File: config.mk
export PLATFORM = sky130hd
export DESIGN_NAME = serial_rf_top
export DESIGN_NICKNAME = d
export VERILOG_FILES = /design/src/logic/rf_pkg.sv /design/src/logic/rf_slot_if.sv /design/src/logic/rf_sequencer.sv /design/src/logic/rf_slot_counter.sv /design/src/logic/rf_read_serializer.sv /design/src/logic/rf_write_deserializer.sv /design/src/logic/rf_ram.sv /design/src/logic/serial_rf_top.sv
export VERILOG_INCLUDE_DIRS = /design/src /design/src/include
export SDC_FILE = /design/constraint.sdc
export NUM_CORES = 1
export LEC_CHECK = 0
export CAP_MARGIN = 20
export CORE_ASPECT_RATIO = 0.7
export CORE_MARGIN = 2
export CORE_UTILIZATION = 45
export CTS_CLUSTER_DIAMETER = 40
export DETAILED_ROUTE_END_ITERATION = 16
export DONT_BUFFER_PORTS = 1
export PLACE_DENSITY_LB_ADDON = 0.15
export SYNTH_ARGS = -nofsm -noshare
export SYNTH_HDL_FRONTEND = slang
export SYNTH_HIERARCHICAL = 1
export SYNTH_SLANG_ARGS = --single-unit
File: constraint.sdc
create_clock -name i_clk -period 2.6 [get_ports i_clk]
set_input_delay 0.52 -clock i_clk [delete_from_list [all_inputs] [get_ports i_clk]]
set_output_delay 0.52 -clock i_clk [all_outputs]
set_load 0.005 [all_outputs]
File: src/include/rf_params.svh
`ifndef RF_PARAMS_SVH
`define RF_PARAMS_SVH

// register file geometry, RAM width and register count.

`define RF_WIDTH 8

`define RF_CSR_REGS 4

`define RF_REG_COUNT (32 + `RF_CSR_REGS)

`define RF_DEPTH (32 * `RF_REG_COUNT / `RF_WIDTH)

`define RF_L2W 3

`endif

File: src/logic/rf_pkg.sv
`default_nettype none

`include "rf_params.svh"

package rf_pkg;

   typedef logic [$clog2(`RF_REG_COUNT)-1:0] reg_idx_t;

   // register index followed by the word select bits of the count.
   typedef logic [$clog2(`RF_DEPTH)-1:0] ram_addr_t;

   typedef logic [`RF_WIDTH-1:0] ram_word_t;

   typedef logic [4:0] bit_cnt_t;

   typedef enum logic [1:0] {
      IDLE,
      READ_WAIT,
      READ,
      WRITE
   } rf_state_t;

endpackage

`default_nettype wire

File: src/logic/rf_slot_if.sv
`default_nettype none

interface rf_slot_if;
   import rf_pkg::*;

   bit_cnt_t cnt;  // bit position of the read streams.
   bit_cnt_t wcnt; // write streams run three slots behind.
   logic     rtrig0;
   logic     rtrig1;
   logic     wtrig0;
   logic     wtrig1;

   modport counter (
      output cnt,
      output wcnt,
      output rtrig0,
      output rtrig1,
      output wtrig0,
      output wtrig1
   );

   modport reader (
      input cnt,
      input rtrig0,
      input rtrig1
   );

   modport writer (
      input wcnt,
      input wtrig0,
      input wtrig1
   );

endinterface

`default_nettype wire

File: src/logic/rf_sequencer.sv
`default_nettype none

module rf_sequencer (
   input  wire  i_clk,
   input  wire  i_rst,
   input  wire  i_rreq,
   input  wire  i_wreq,
   output logic o_ready,
   output logic o_load_read,
   output logic o_load_write,
   input  wire  i_cnt_wrap
);
   import rf_pkg::*;

   rf_state_t state;
   logic      wait_r;
   logic      rgnt;

   assign o_ready     = rgnt | i_wreq;
   assign o_load_read = (state == IDLE) & i_rreq; // read slots start on the request edge.

   always_ff @(posedge i_clk) begin
      rgnt         <= 1'b0;
      o_load_write <= 1'b0;
      case (state)
         IDLE: begin
            wait_r <= 1'b0;
            if (i_rreq) begin
               state <= READ_WAIT;
            end else if (i_wreq) begin
               state        <= WRITE;
               o_load_write <= 1'b1; // write slots start one edge later.
            end
         end
         READ_WAIT: begin
            wait_r <= 1'b1;
            if (wait_r) begin
               state <= READ;
               rgnt  <= 1'b1; // first byte pair is out of the RAM now.
            end
         end
         READ: begin
            if (i_cnt_wrap) begin
               state <= IDLE;
            end
         end
         WRITE: begin
            if (i_cnt_wrap && !o_load_write) begin
               state <= IDLE;
            end
         end
         default: state <= IDLE;
      endcase
      if (i_rst) begin
         state        <= IDLE;
         rgnt         <= 1'b0;
         o_load_write <= 1'b0;
      end
   end

   a_req_only_idle: assert property (@(posedge i_clk) disable iff (i_rst)
      (i_rreq || i_wreq) |-> (state == IDLE));

   a_single_req: assert property (@(posedge i_clk) disable iff (i_rst)
      !(i_rreq && i_wreq));

endmodule

`default_nettype wire

File: src/logic/rf_slot_counter.sv
`default_nettype none

`include "rf_params.svh"

module rf_slot_counter (
   input  wire        i_clk,
   input  wire        i_load_read,
   input  wire        i_load_write,
   output logic       o_cnt_wrap,
   rf_slot_if.counter slot
);
   import rf_pkg::*;

   localparam int unsigned RTRIG_SLOT = 1;
   localparam int unsigned WTRIG_SLOT = `RF_WIDTH - 2;

   bit_cnt_t cnt_r;

   // free running, so the slots of a finished transfer drain on their own.
   always_ff @(posedge i_clk) begin
      cnt_r <= cnt_r + bit_cnt_t'(1);
      if (i_load_read) begin
         cnt_r <= bit_cnt_t'(0);
      end
      if (i_load_write) begin
         cnt_r <= bit_cnt_t'(2);
      end
   end

   assign slot.cnt  = cnt_r;
   assign slot.wcnt = cnt_r - bit_cnt_t'(3);

   assign slot.rtrig0 = (cnt_r[`RF_L2W-1:0] == RTRIG_SLOT[`RF_L2W-1:0]);
   assign slot.wtrig0 = (slot.wcnt[`RF_L2W-1:0] == WTRIG_SLOT[`RF_L2W-1:0]);

   always_ff @(posedge i_clk) begin
      slot.rtrig1 <= slot.rtrig0;
      slot.wtrig1 <= slot.wtrig0;
   end

   assign o_cnt_wrap = (cnt_r == bit_cnt_t'(0)); // one bit of the transfer is left.

   // the first read slot follows the loaded count by one cycle.
   a_read_slot: assert property (@(posedge i_clk)
      $past(i_load_read, 2) |-> slot.rtrig0);

endmodule

`default_nettype wire

File: src/logic/rf_read_serializer.sv
`default_nettype none

`include "rf_params.svh"

module rf_read_serializer (
   input  wire rf_pkg::reg_idx_t  i_rreg0,
   input  wire rf_pkg::reg_idx_t  i_rreg1,
   input  wire                    i_clk,
   output rf_pkg::ram_addr_t      o_raddr,
   input  wire rf_pkg::ram_word_t i_rdata,
   output logic                   o_rdata0,
   output logic                   o_rdata1,
   rf_slot_if.reader              slot
);
   import rf_pkg::*;

   reg_idx_t             rreg;
   ram_word_t            rdata0_r;
   logic [`RF_WIDTH-2:0] rdata1_r;

   // the second register is fetched in the slot right after the first.
   assign rreg    = slot.rtrig0 ? i_rreg1 : i_rreg0;
   assign o_raddr = {rreg, slot.cnt[$bits(bit_cnt_t)-1:`RF_L2W]};

   assign o_rdata0 = rdata0_r[0];
   assign o_rdata1 = slot.rtrig1 ? i_rdata[0] : rdata1_r[0]; // bit 0 bypasses the register.

   always_ff @(posedge i_clk) begin
      rdata0_r <= {1'b0, rdata0_r[`RF_WIDTH-1:1]};
      if (slot.rtrig0) begin
         rdata0_r <= i_rdata;
      end
   end

   always_ff @(posedge i_clk) begin
      rdata1_r <= {1'b0, rdata1_r[`RF_WIDTH-2:1]};
      if (slot.rtrig1) begin
         rdata1_r <= i_rdata[`RF_WIDTH-1:1];
      end
   end

endmodule

`default_nettype wire

File: src/logic/rf_write_deserializer.sv
`default_nettype none

`include "rf_params.svh"

module rf_write_deserializer (
   input  wire                   i_clk,
   input  wire rf_pkg::reg_idx_t i_wreg0,
   input  wire rf_pkg::reg_idx_t i_wreg1,
   input  wire                   i_wen0,
   input  wire                   i_wen1,
   input  wire                   i_wdata0,
   input  wire                   i_wdata1,
   output rf_pkg::ram_addr_t     o_waddr,
   output rf_pkg::ram_word_t     o_wdata,
   output logic                  o_wen,
   rf_slot_if.writer             slot
);
   import rf_pkg::*;

   logic [`RF_WIDTH-2:0] wdata0_r;
   ram_word_t            wdata1_r;
   logic                 wen0_r;
   logic                 wen1_r;
   reg_idx_t             wreg;

   // stream 0 is written with its last bit still on the input.
   always_ff @(posedge i_clk) begin
      wdata0_r <= {i_wdata0, wdata0_r[`RF_WIDTH-2:1]};
      wdata1_r <= {i_wdata1, wdata1_r[`RF_WIDTH-1:1]};
   end

   // the slots keep running between transfers, so the enables stay low then.
   always_ff @(posedge i_clk) begin
      wen0_r <= i_wen0;
      wen1_r <= i_wen1;
   end

   assign wreg    = slot.wtrig1 ? i_wreg1 : i_wreg0;
   assign o_waddr = {wreg, slot.wcnt[$bits(bit_cnt_t)-1:`RF_L2W]};

   assign o_wdata = slot.wtrig1 ? wdata1_r : {i_wdata0, wdata0_r};

   assign o_wen = (slot.wtrig0 & wen0_r) | (slot.wtrig1 & wen1_r);

endmodule

`default_nettype wire

File: src/logic/rf_ram.sv
`default_nettype none

`include "rf_params.svh"

module rf_ram (
   input  wire                    i_clk,
   input  wire rf_pkg::ram_addr_t i_waddr,
   input  wire rf_pkg::ram_word_t i_wdata,
   input  wire                    i_wen,
   input  wire rf_pkg::ram_addr_t i_raddr,
   output rf_pkg::ram_word_t      o_rdata
);
   import rf_pkg::*;

   ram_word_t mem [`RF_DEPTH];

   always_ff @(posedge i_clk) begin
      if (i_wen) begin
         mem[i_waddr] <= i_wdata;
      end
      o_rdata <= mem[i_raddr]; // old data on a same-address collision.
   end

endmodule

`default_nettype wire

File: src/logic/serial_rf_top.sv
`default_nettype none

`include "rf_params.svh"

module serial_rf_top (
   input  wire                               i_clk,
   input  wire                               i_rst,
   input  wire                               i_rreq,
   input  wire                               i_wreq,
   output logic                              o_ready,
   input  wire [$clog2(`RF_REG_COUNT)-1:0]   i_wreg0,
   input  wire [$clog2(`RF_REG_COUNT)-1:0]   i_wreg1,
   input  wire                               i_wen0,
   input  wire                               i_wen1,
   input  wire                               i_wdata0,
   input  wire                               i_wdata1,
   input  wire [$clog2(`RF_REG_COUNT)-1:0]   i_rreg0,
   input  wire [$clog2(`RF_REG_COUNT)-1:0]   i_rreg1,
   output logic                              o_rdata0,
   output logic                              o_rdata1
);
   import rf_pkg::*;

   logic      load_read;
   logic      load_write;
   logic      cnt_wrap;
   ram_addr_t waddr;
   ram_word_t wdata;
   logic      wen;
   ram_addr_t raddr;
   ram_word_t rdata;

   rf_slot_if slot ();

   rf_sequencer u_sequencer (
      .i_clk        (i_clk),
      .i_rst        (i_rst),
      .i_rreq       (i_rreq),
      .i_wreq       (i_wreq),
      .o_ready      (o_ready),
      .o_load_read  (load_read),
      .o_load_write (load_write),
      .i_cnt_wrap   (cnt_wrap)
   );

   rf_slot_counter u_counter (
      .i_clk        (i_clk),
      .i_load_read  (load_read),
      .i_load_write (load_write),
      .o_cnt_wrap   (cnt_wrap),
      .slot         (slot.counter)
   );

   rf_read_serializer u_reader (
      .i_clk    (i_clk),
      .i_rreg0  (i_rreg0),
      .i_rreg1  (i_rreg1),
      .o_raddr  (raddr),
      .i_rdata  (rdata),
      .o_rdata0 (o_rdata0),
      .o_rdata1 (o_rdata1),
      .slot     (slot.reader)
   );

   rf_write_deserializer u_writer (
      .i_clk    (i_clk),
      .i_wreg0  (i_wreg0),
      .i_wreg1  (i_wreg1),
      .i_wen0   (i_wen0),
      .i_wen1   (i_wen1),
      .i_wdata0 (i_wdata0),
      .i_wdata1 (i_wdata1),
      .o_waddr  (waddr),
      .o_wdata  (wdata),
      .o_wen    (wen),
      .slot     (slot.writer)
   );

   rf_ram u_ram (
      .i_clk   (i_clk),
      .i_waddr (waddr),
      .i_wdata (wdata),
      .i_wen   (wen),
      .i_raddr (raddr),
      .o_rdata (rdata)
   );

endmodule

`default_nettype wire

# Word-level counts from Yosys, hierarchy flattened
# Memory sizes are Yosys's and may differ from the RTL's. A register that Yosys moved wholly into a read port is not among the register bits.
# Index checks and enable logic that the tools add are counted.
word_totals:
  register_bits: 44
  ramBits: 1152
  in_bits: 32
  output_inout_bits: 3
  elab_cells: 62
  n_memories: 1
classes:
  addsub: 2
  n_eq_ne: 9
  n_mux: 18
  bitwise: 7
  reduce_logical: 9
memory_table:
  columns: ["memory", "words", "width", "rd", "rd_ports_with_merged_regs", "wr", "line", "rtl"]
  rows:
  - ["u_ram.mem", 144, 8, 1, 1, 1, "rf_ram.sv:15", "ram_word_t mem [`RF_DEPTH];"]
ops:
  columns: ["cell", "count"]
  rows:
  - ["2-to-1 mux 6 bit", 3]
  - ["2-to-1 mux 2 bit", 6]
  - ["2-to-1 mux 8 bit", 1]
  - ["case mux 2 bit (4 select lines)", 1]
  - ["2-to-1 mux 7 bit", 1]
  - ["!= test 2 x 1 -> 1 bit, second input constant", 3]
  - ["adder 5 x 1 -> 5 bit, second input constant", 1]
  - ["logical NOT 5 bit", 1]
  - ["2-to-1 mux 1 bit", 5]
  - ["subtractor 5 x 2 -> 5 bit, second input constant", 1]
  - ["equality test 2 bit, second input constant", 2]
  - ["AND reduction 4 bit", 1]
  - ["OR reduction 2 bit", 2]
  - ["AND 1 bit", 3]
  - ["equality test 3 x 1 -> 1 bit, second input constant", 1]
  - ["equality test 3 bit, second input constant", 1]
  - ["!= test 3 bit, second input constant", 1]
  - ["OR reduction 3 bit", 1]
  - ["equality test 2 x 1 -> 1 bit, second input constant", 1]
  - ["logical NOT 2 bit", 1]
  - ["NOT 1 bit", 2]
  - ["bitwise OR 1 bit", 2]
  - ["case mux 1 bit (2 select lines)", 1]
  - ["nonzero test 2 bit", 1]
  - ["other kinds (2)", 2]

# Longest topological paths before layout
# Gate-level depths: netlist of the first run.
depth:
  depth_word: 6
  mapped_depth: 14
  depth_no_buf: 10

# Hierarchy
# The synthesis of the first run kept the hierarchy.
modules_own_cells:
  columns: ["module", "n_inst", "cells_each", "area_per_inst_um2", "seq_area_each_um2"]
  rows:
  - ["rf_ram", 1, 2134, 45466.1, 34753.3]
  - ["rf_write_deserializer", 1, 36, 588.1, 340.3]
  - ["rf_read_serializer", 1, 41, 570.5, 300.3]
  - ["rf_slot_counter", 1, 33, 350.3, 140.1]
  - ["rf_sequencer", 1, 22, 234.0, 110.1]

# Least setup slack after synthesis of the first run
# Ideal clock, no wire load.
synth_timing:
  kind: "reg2reg"
  startpoint: "reg u_counter.cnt_r[0], in the netlist u_counter/slot.cnt[0]"
  endpoint: "reg u_ram.o_rdata[6] (read register of u_ram.mem)"
  setup_ps: 128
  arrival_ps: 2708
  required_ps: 2472
  path_slack_ps: -236
  path_stages_with_launch: 13
  path_buffers: 3
  period_less_slack_ps: 2836
  path_cell_list: "dfxtp_1 ha_1 and2b_2 buf_6 mux2_2 buf_4 buf_2 mux4_2 mux4_2 o22ai_1 nor3_1 nor3_1 a311oi_1"
synth_via:
  elab_chain_len: 2
synth_lines:
  columns: ["element", "line", "rtl"]
  rows:
  - ["start: declaration", "rf_slot_counter.sv:17", "bit_cnt_t cnt_r;"]
  - ["start signal: assignment", "rf_slot_counter.sv:21", "cnt_r <= cnt_r + bit_cnt_t'(1);"]
  - ["start signal: assignment", "rf_slot_counter.sv:23", "cnt_r <= bit_cnt_t'(0);"]
  - ["start signal: assignment", "rf_slot_counter.sv:26", "cnt_r <= bit_cnt_t'(2);"]
  - ["equality test 3 x 1 -> 1 bit", "rf_slot_counter.sv:33", "assign slot.rtrig0 = (cnt_r[`RF_L2W-1:0] == RTRIG_SLOT[`RF_L2W-1:0]);"]
  - ["net slot.rtrig0", "rf_slot_if.sv:8", "logic rtrig0;"]
  - ["2-to-1 mux 6 bit", "rf_read_serializer.sv:22", "assign rreg = slot.rtrig0 ? i_rreg1 : i_rreg0;"]
  - ["net raddr[3]", "serial_rf_top.sv:30", "ram_addr_t raddr;"]
  - ["end: declaration", "rf_ram.sv:11", "output rf_pkg::ram_word_t o_rdata"]
# The timed path passes the listed nets, and every way through them passes these cells.
# A chain may end at the register's enable or synchronous reset.

# Worst setup path after layout of the first run
layout_timing:
  startpoint: "reg u_counter.cnt_r[1], in the netlist u_counter/slot.cnt[1]"
  endpoint: "reg u_ram.o_rdata[3] (read register of u_ram.mem)"
# The elaborated chain is that of the path after synthesis.

==> impl_metrics.yaml, run 1 <==
sta:
  setup_tns_ps: -1090
  report.final.slew_viol_count: 0
  period_share: 1.065
  max_slew_margin: 0.3555
  fin_hold_ws_ps: 184.2
  fin_crit_ps: 2770
  hold_viol: 0
  tightest_slew_ps: 966.8
  setup_viol: 8
  fmax_ghz: 0.3610
  timing.final.ws_setup_ps: -170.2
  rsz0062_at_grt: "yes"
  fin_worst_skew_ps: 24.20
synth:
  synth_top_family_by_area: "multiplexers"
  synth-edff-count: 1153
  syn_nets: 2301
  synth_compound_area_frac: 0.02889
  synth-xor-area-share: 0.0007156
  synthMuxAreaShare: 0.1618
  synth_top_area_share: 0.7334
  seq_area_frac_synth: 0.7550
  synthAdderAreaFrac: 0.0007951
  yosys-top-cells-area: "edfxtp_1 73%, mux4_2 10%, mux2i_1 2.3%, mux4_1 2.3%, dfxtp_1 2.2%"
  synth-simple-area-share: 0.03093
  synth_seq_cells: 1204
  ys_warn_count: 6
  synthFlopType: "edfxtp_1"
  yosys.area.top_type: "edfxtp_1"
  yosysUniqueCellTypes: 59
  syn_area_per_cell_um2: 20.83
  async_flop_share: 0
  synth_area_um2: 47210
  synth_cells: 2266
route:
  drt_first_iter_violations: 2676
  viasPerCell: 5.873
  wl_per_cell_um: 29.66
  first_pass_iters: 5
  ant_nets: 0
  drt_wl_total_mm: 122.8
  drc: 0
  vias: 24320
placed_design:
  place_congestion: 0.9153
  port-buffer-count: 0
  placed_area_um2: 51400
  hpwl_mm: 80.32
grt:
  met3_usage: 0.05494
  grt_use_met2: 0.3377
  busiest_layer: "met1"
  antenna_found_initial: 5
  grt_util_met1: 0.3505
  track_usage: 0.2311
  grt_pass1_wl_mm: 175.5
  grt_pass1_vias: 24232
  gr-total-overflow: 0
  grt_max_degree: 113
setup_path:
  critPathRequiredTime_ps: 3210
  path_class: "flop to flop"
  rr_worst_depth: 11
  rr_startpoint: "u_counter/slot.cnt[1]"
  crit_path_max_fanout: 6
  r2r_end: "u_ram/o_rdata[3]"
  reg2reg_slack_ps: -170
  cp.arrival_ps: 3380
  cp-start-kind: "flop"
  cp-end-kind: "flop"
clocking:
  clk_path_buf_depth: 3
  cts_tree: "done"
  root_buffer: "clkbuf_16"
  cts_max_level: 4
  clk_pin_slew_ps: 60
  cts.sink_count: 1204
  cts-buffers-inserted: 132
  clock_latency_ps: 750
floorplanning:
  core.rowCount: 99
  die_y_um: 275.0
  start_util: 0.4537
  die_x_um: 391.1
  core_um2: 104100
  dieArea_um2: 107600
  io_pins: 35
pwr:
  p_total_uw: 52600
  cellPowerDensity_nw_per_um2: 923.8
  ir_drop_mv: 0.5242
  leakage_uw: 0.01813
finish:
  multi_input_area_um2: 11220
  nets: 2719
  final_cell_area_um2: 56930
  seq_area_um2: 35650
  diodes: 0
  fillCellCount: 7952
  syn2layout_area_growth_pct: 20.60
  fin_util: 0.5472
  drive_above_1_share: 0.3632
hold_path:
  hold_path_class: "input port to flop"
  hold_end: "u_counter/slot.cnt[0]"
  min-delay-start: "i_rreq"
  min_path_cells: 2
status:
  status: "complete, but fails checks"
  failed_checks: "negative setup slack"
flow_run:
  maxCapViolations: 0
-- timing repair --
item | 4_1_cts | 5_1_grt
gates resized for setup | 113 | 100
hold endpoints to repair | 8 | 0
endpoints found under the setup margin | 640 | 726
hold buffers | 9 | 0
cloned | 2 | 1
pin swaps | 26 | 27
setup buffers | 14 | 17
-- flip-flops by register name, indices dropped and copies added (netlist names) --
signal                    count
u_counter/slot.cnt            5
u_counter/slot.rtrig1         1
u_counter/slot.wtrig1         1
u_ram/mem                  1152
u_ram/o_rdata                 8
u_reader/rdata0_r             8
u_reader/rdata1_r             7
u_sequencer/o_load_write      1
u_sequencer/rgnt              1
u_sequencer/state             2
u_sequencer/wait_r            1
u_writer/wdata0_r             7
u_writer/wdata1_r             8
u_writer/wen0_r               1
u_writer/wen1_r               1
-- area by class of cell --
cell class                 count  area share
sequential                  1204      0.6262
inverter                       6   0.0003956
timing repair buffer         412     0.07065
clock inverter                73     0.01391
clock buffer                 155     0.06177
multi-input combinational    928      0.1971
tap                         1363     0.02995
-- worst max-delay path, cell delays in order, from the launching register on --
cell and delay [ps]:
dfxtp_2 320, inv_2 80, ha_4 130, and2b_4 200, mux2_4 370, buf_6 160
nor2b_4 150, buf_12 150, a22oi_2 290, a21boi_1 200, o41ai_4 500, a31oi_1 60
-- power breakdown --
group,internal [uW],switching (uW)
clock,10900,7670
combinational,4920,6470
sequential,22500,209
-- worst max path at each step --
stage,startpoint,to
detailed placement,u_counter/slot.cnt[1],u_ram/o_rdata[3]
global route,u_counter/slot.cnt[1],u_ram/o_rdata[7]
CTS,u_counter/slot.cnt[1],u_ram/o_rdata[6]
floorplan,u_counter/slot.cnt[0],u_ram/mem[110][0]
finish,u_counter/slot.cnt[1],u_ram/o_rdata[3]
global placement,u_counter/slot.cnt[1],u_ram/o_rdata[3]
-- kinds of logic (layout without fill, tap and decap cells) --
kind of cell	Yosys count	count (layout)
multiplexers	414	415
flip-flops	1204	1204
AO/OA/AOI/OAI	193	193
XOR/XNOR	3	3
AND/OR/NAND/NOR	314	314
adder cells (fa/ha/maj)	3	3
buffers and inverters	135	646
-- cell usage after synthesis, types with 3 or more instances --
| master | instances |
|---|---|
| clkbuf_1 | 51 |
| nand2_1 | 42 |
| clkbuf_8 | 3 |
| buf_6 | 19 |
| and2_1 | 6 |
| mux4_2 | 218 |
| a21oi_1 | 46 |
| nand4_1 | 9 |
| o21ai_0 | 9 |
| buf_4 | 15 |
| a311oi_1 | 4 |
| nand2b_1 | 15 |
| o211ai_1 | 4 |
| buf_2 | 16 |
| nor3b_1 | 3 |
| inv_1 | 6 |
| mux4_1 | 41 |
| and2b_2 | 4 |
| edfxtp_1 | 1153 |
| mux2_4 | 11 |
| nor3_1 | 8 |
| a22oi_1 | 83 |
| nor2b_1 | 23 |
| buf_12 | 8 |
| dfxtp_1 | 51 |
| mux2_2 | 36 |
| ha_1 | 3 |
| o22ai_1 | 4 |
| a31oi_1 | 8 |
| a21boi_0 | 4 |
| a221oi_1 | 4 |
| o41ai_2 | 4 |
| buf_8 | 12 |
| buf_1 | 3 |
| a211oi_1 | 12 |
| nor2_1 | 156 |
| a32oi_1 | 4 |
| nand3_1 | 35 |
| mux2i_1 | 108 |
-- layer usage --
metal,up-vias,wire [um]
li1,10251,-
met5,-,26
met1,12937,55470
met4,6,2285
met2,972,54440
met3,154,10620
-- metrics by stage --
stage | setup WS [ps] | cells
2_1_floorplan | -68.37 | 2266
3_3_place_gp | -535.0 | 3872
3_5_place_dp | -566.0 | 3872
4_1_cts | -242.2 | 4125
5_1_grt | -229.1 | 4141
6_report | -170.2 | 4141
-- layout by cell type, fill, tap and decap left out, types with 6 or more instances in the layout --
master	n
mux4_2	219
nor2b_1	17
mux2i_1	105
clkinv_4	6
clkinv_2	13
clkbuf_16	139
clkbuf_1	17
a21oi_2	13
nor2_4	13
buf_12	57
a211oi_2	7
bufinv_16	11
dfxtp_1	47
buf_4	300
nor2_1	116
nand2b_1	14
nor2_2	27
a21oi_1	29
clkinvlp_4	11
dlygate4sd3_1	9
clkinv_1	14
mux2_2	28
a22oi_1	69
buf_6	43
nand4_1	9
mux2_4	20
a31oi_1	8
nand2_1	39
mux4_1	40
inv_6	11
nand3_1	31
a22oi_2	14
edfxtp_1	1153
Power figures use the tool's default switching activity.
==> run 2, diff against run 1 <==
--- a/config.mk
+++ b/config.mk
@@ -9,7 +9,7 @@
 export CAP_MARGIN = 20
 export CORE_ASPECT_RATIO = 0.7
 export CORE_MARGIN = 2
-export CORE_UTILIZATION = 45
+export CORE_UTILIZATION = 57
 export CTS_CLUSTER_DIAMETER = 40
 export DETAILED_ROUTE_END_ITERATION = 16
 export DONT_BUFFER_PORTS = 1
==> constraint.sdc (replaced) <==
create_clock -name i_clk -period 2.6 [get_ports i_clk]
set_input_delay 0.52 -clock i_clk [delete_from_list [all_inputs] [get_ports i_clk]]
set_output_delay 0.52 -clock i_clk [all_outputs]
set_load 0.02 [all_outputs]
==> run 2 against run 1 <==
The run still ends with negative setup slack left. Setup slack worse by 38 ps. Clock power down 6%. Cell area down 1.8%. Critical path depth up 3. Count of clock-buffer cells in the layout down 13. Hold slack worse by 140 ps. Die area down 21%. Register-to-register slack worse by 40 ps. Sequential share of layout area up 1.1 points. Critical endpoint is now u_ram/o_rdata[5].
==> impl_metrics.yaml, run 2 (synthesis gave the netlist of run 1 again) <==
status:
  status: "complete, but fails checks"
  failed_checks: "negative setup slack"
setup_path:
  critPathSlowestCell: "mux2_4"
  cp-end-kind: "flop"
  crit_family: "compound AO/OA/AOI/OAI gates"
  critPathMostFrequentCell: "buf_12"
  crit_path_max_fanout: 9
  reg2reg_slack_ps: -210
  cp.arrival_ps: 3420
  max_stage_delay_ps: 410
  cp-start-kind: "flop"
  cp_num_buf_inv: 5
  crit_chain: "inv_2 -> ha_4 -> and2b_4 -> mux2_4 -> buf_12 -> buf_12 -> nor2b_4 -> buf_12 -> a22oi_1 -> a21oi_1 -> a211oi_2 -> buf_4 -> o31a_2 -> a311oi_2"
  critPathRequiredTime_ps: 3210
  path_class: "flop to flop"
sta:
  rsz0062_at_grt: "yes"
  max_slew_margin: 0.3498
  period_share: 1.080
  report.final.slew_viol_count: 0
  timing.final.ws_setup_ps: -208.2
  fin_crit_ps: 2808
  setup_viol: 8
  tightest_slew_ps: 975.2
  fmax_ghz: 0.3561
  hold_viol: 0
  fin_hold_ws_ps: 39.41
  fin_worst_skew_ps: 28.35
placed_design:
  placed_area_um2: 50980
  port-buffer-count: 0
  hpwl_mm: 75.21
  pre_cts_ws_ps: -691.5
  place_congestion: 0.9136
floorplanning:
  core.rowCount: 88
  core_um2: 82250
  die_y_um: 244.8
  start_util: 0.5740
  die_x_um: 348.0
  io_pins: 35
  dieArea_um2: 85180
finish:
  final_common_cell: "edfxtp_1"
  nets: 2685
  drive_above_1_share: 0.3428
  diodes: 0
  syn2layout_area_growth_pct: 18.49
  largest_reg_flops: 1152
  final_cell_area_um2: 55940
  regMostFlops: "u_ram/mem"
  fillCellCount: 5132
  mostFrequentLayoutCells: "1153 x edfxtp_1, 302 x buf_4, 220 x mux4_2, 143 x nor2_1, 123 x clkbuf_16"
clocking:
  root_buffer: "clkbuf_16"
  clock_latency_ps: 700
  cts_tree: "done"
  cts_max_level: 3
  cts.sink_count: 1204
  clk_path_buf_depth: 3
  clk_pin_slew_ps: 60
  cts-buffers-inserted: 120
route:
  first_pass_iters: 6
  ant_nets: 0
  drt_wl_total_mm: 116.7
  wl_per_cell_um: 30.47
  vias: 24502
  drc: 0
  viasPerCell: 6.396
  drt_first_iter_violations: 3708
pwr:
  cellPowerDensity_nw_per_um2: 916.4
  ir_drop_mv: 0.9702
  leakage_uw: 0.01789
grt:
  track_usage: 0.2781
  gr-total-overflow: 0
  antenna_found_initial: 7
  grt_max_degree: 137
  grt_pass1_wl_mm: 169.1
  grt_pass1_vias: 24587
hold_path:
  hold_path_class: "input port to flop"
flow_run:
  maxCapViolations: 0
## run 2: cell types whose count changed in the layout (fill, tap and decap cells not counted), sizes merged
cell / before / now
clkinvlp: 11 / 8
bufinv: 11 / 14
clkbuf: 156 / 143
inv: 20 / 15
dlygate4sd3: 9 / 8
buf: 402 / 379
clkinv: 37 / 50
mux2: 48 / 50
## run 2: final timing paths
kind,startpoint,end,cells after the start
worst min register to register,u_writer/wdata0_r[1],u_writer/wdata0_r[0],0
worst max-delay path,u_counter/slot.cnt[1],u_ram/o_rdata[5],14
worst max register to register,u_counter/slot.cnt[1],u_ram/o_rdata[5],14
worst min-delay path,i_rst,u_sequencer/state[0],2
## run 2: final cells by class
| class | count | area [um2] | area share |
|---|---|---|---|
| sequential | 1204 | 35650 | 0.6374 |
| multi-input combinational | 930 | 11150 | 0.1993 |
| timing repair buffer | 388 | 3759 | 0.06719 |
| clock buffer | 142 | 3128 | 0.05592 |
| tap | 1080 | 1351 | 0.02416 |
| clock inverter | 81 | 877.1 | 0.01568 |
| inverter | 6 | 22.52 | 0.0004026 |
## run 2: through the flow
stage	TNS [ps]	instances	total power, uW	util
4_1_cts	-1136	3827	51060	0.6761
3_5_place_dp	-19130	3580	33160	0.6198
6_report	-965.9	3831	51260	0.6801
3_3_place_gp	-5371	3580	32960	0.6198
2_1_floorplan	-9036	2266	29220	-
5_1_grt	-2806	3831	52810	0.6801
## run 2: report_power, final
part           switching [uW]  total (uW)  internal [uW]
Clock                    7360       17400          10000
Combinational            6320       11200           4870
Sequential                207       22700          22500
Total                   13900       51300          37400
## run 2: timing repair
| action | in CTS | in global routing |
|---|---|---|
| gates cloned | 3 | 1 |
| hold buffers | 8 | 0 |
| setup endpoints to repair | 415 | 632 |
| setup buffers | 15 | 6 |
| pin swaps | 30 | 31 |
| endpoints found under the hold margin | 8 | 0 |
| resized for setup | 85 | 61 |
## run 2: routing by layer
layer | GRT usage | wire length (um) | up-vias
li1 | - | - | 10182
met4 | 0.06875 | 2750 | 6
met3 | 0.06350 | 12600 | 194
met5 | 0 | 31 | -
met1 | 0.4324 | 49130 | 12829
met2 | 0.4045 | 52200 | 1291
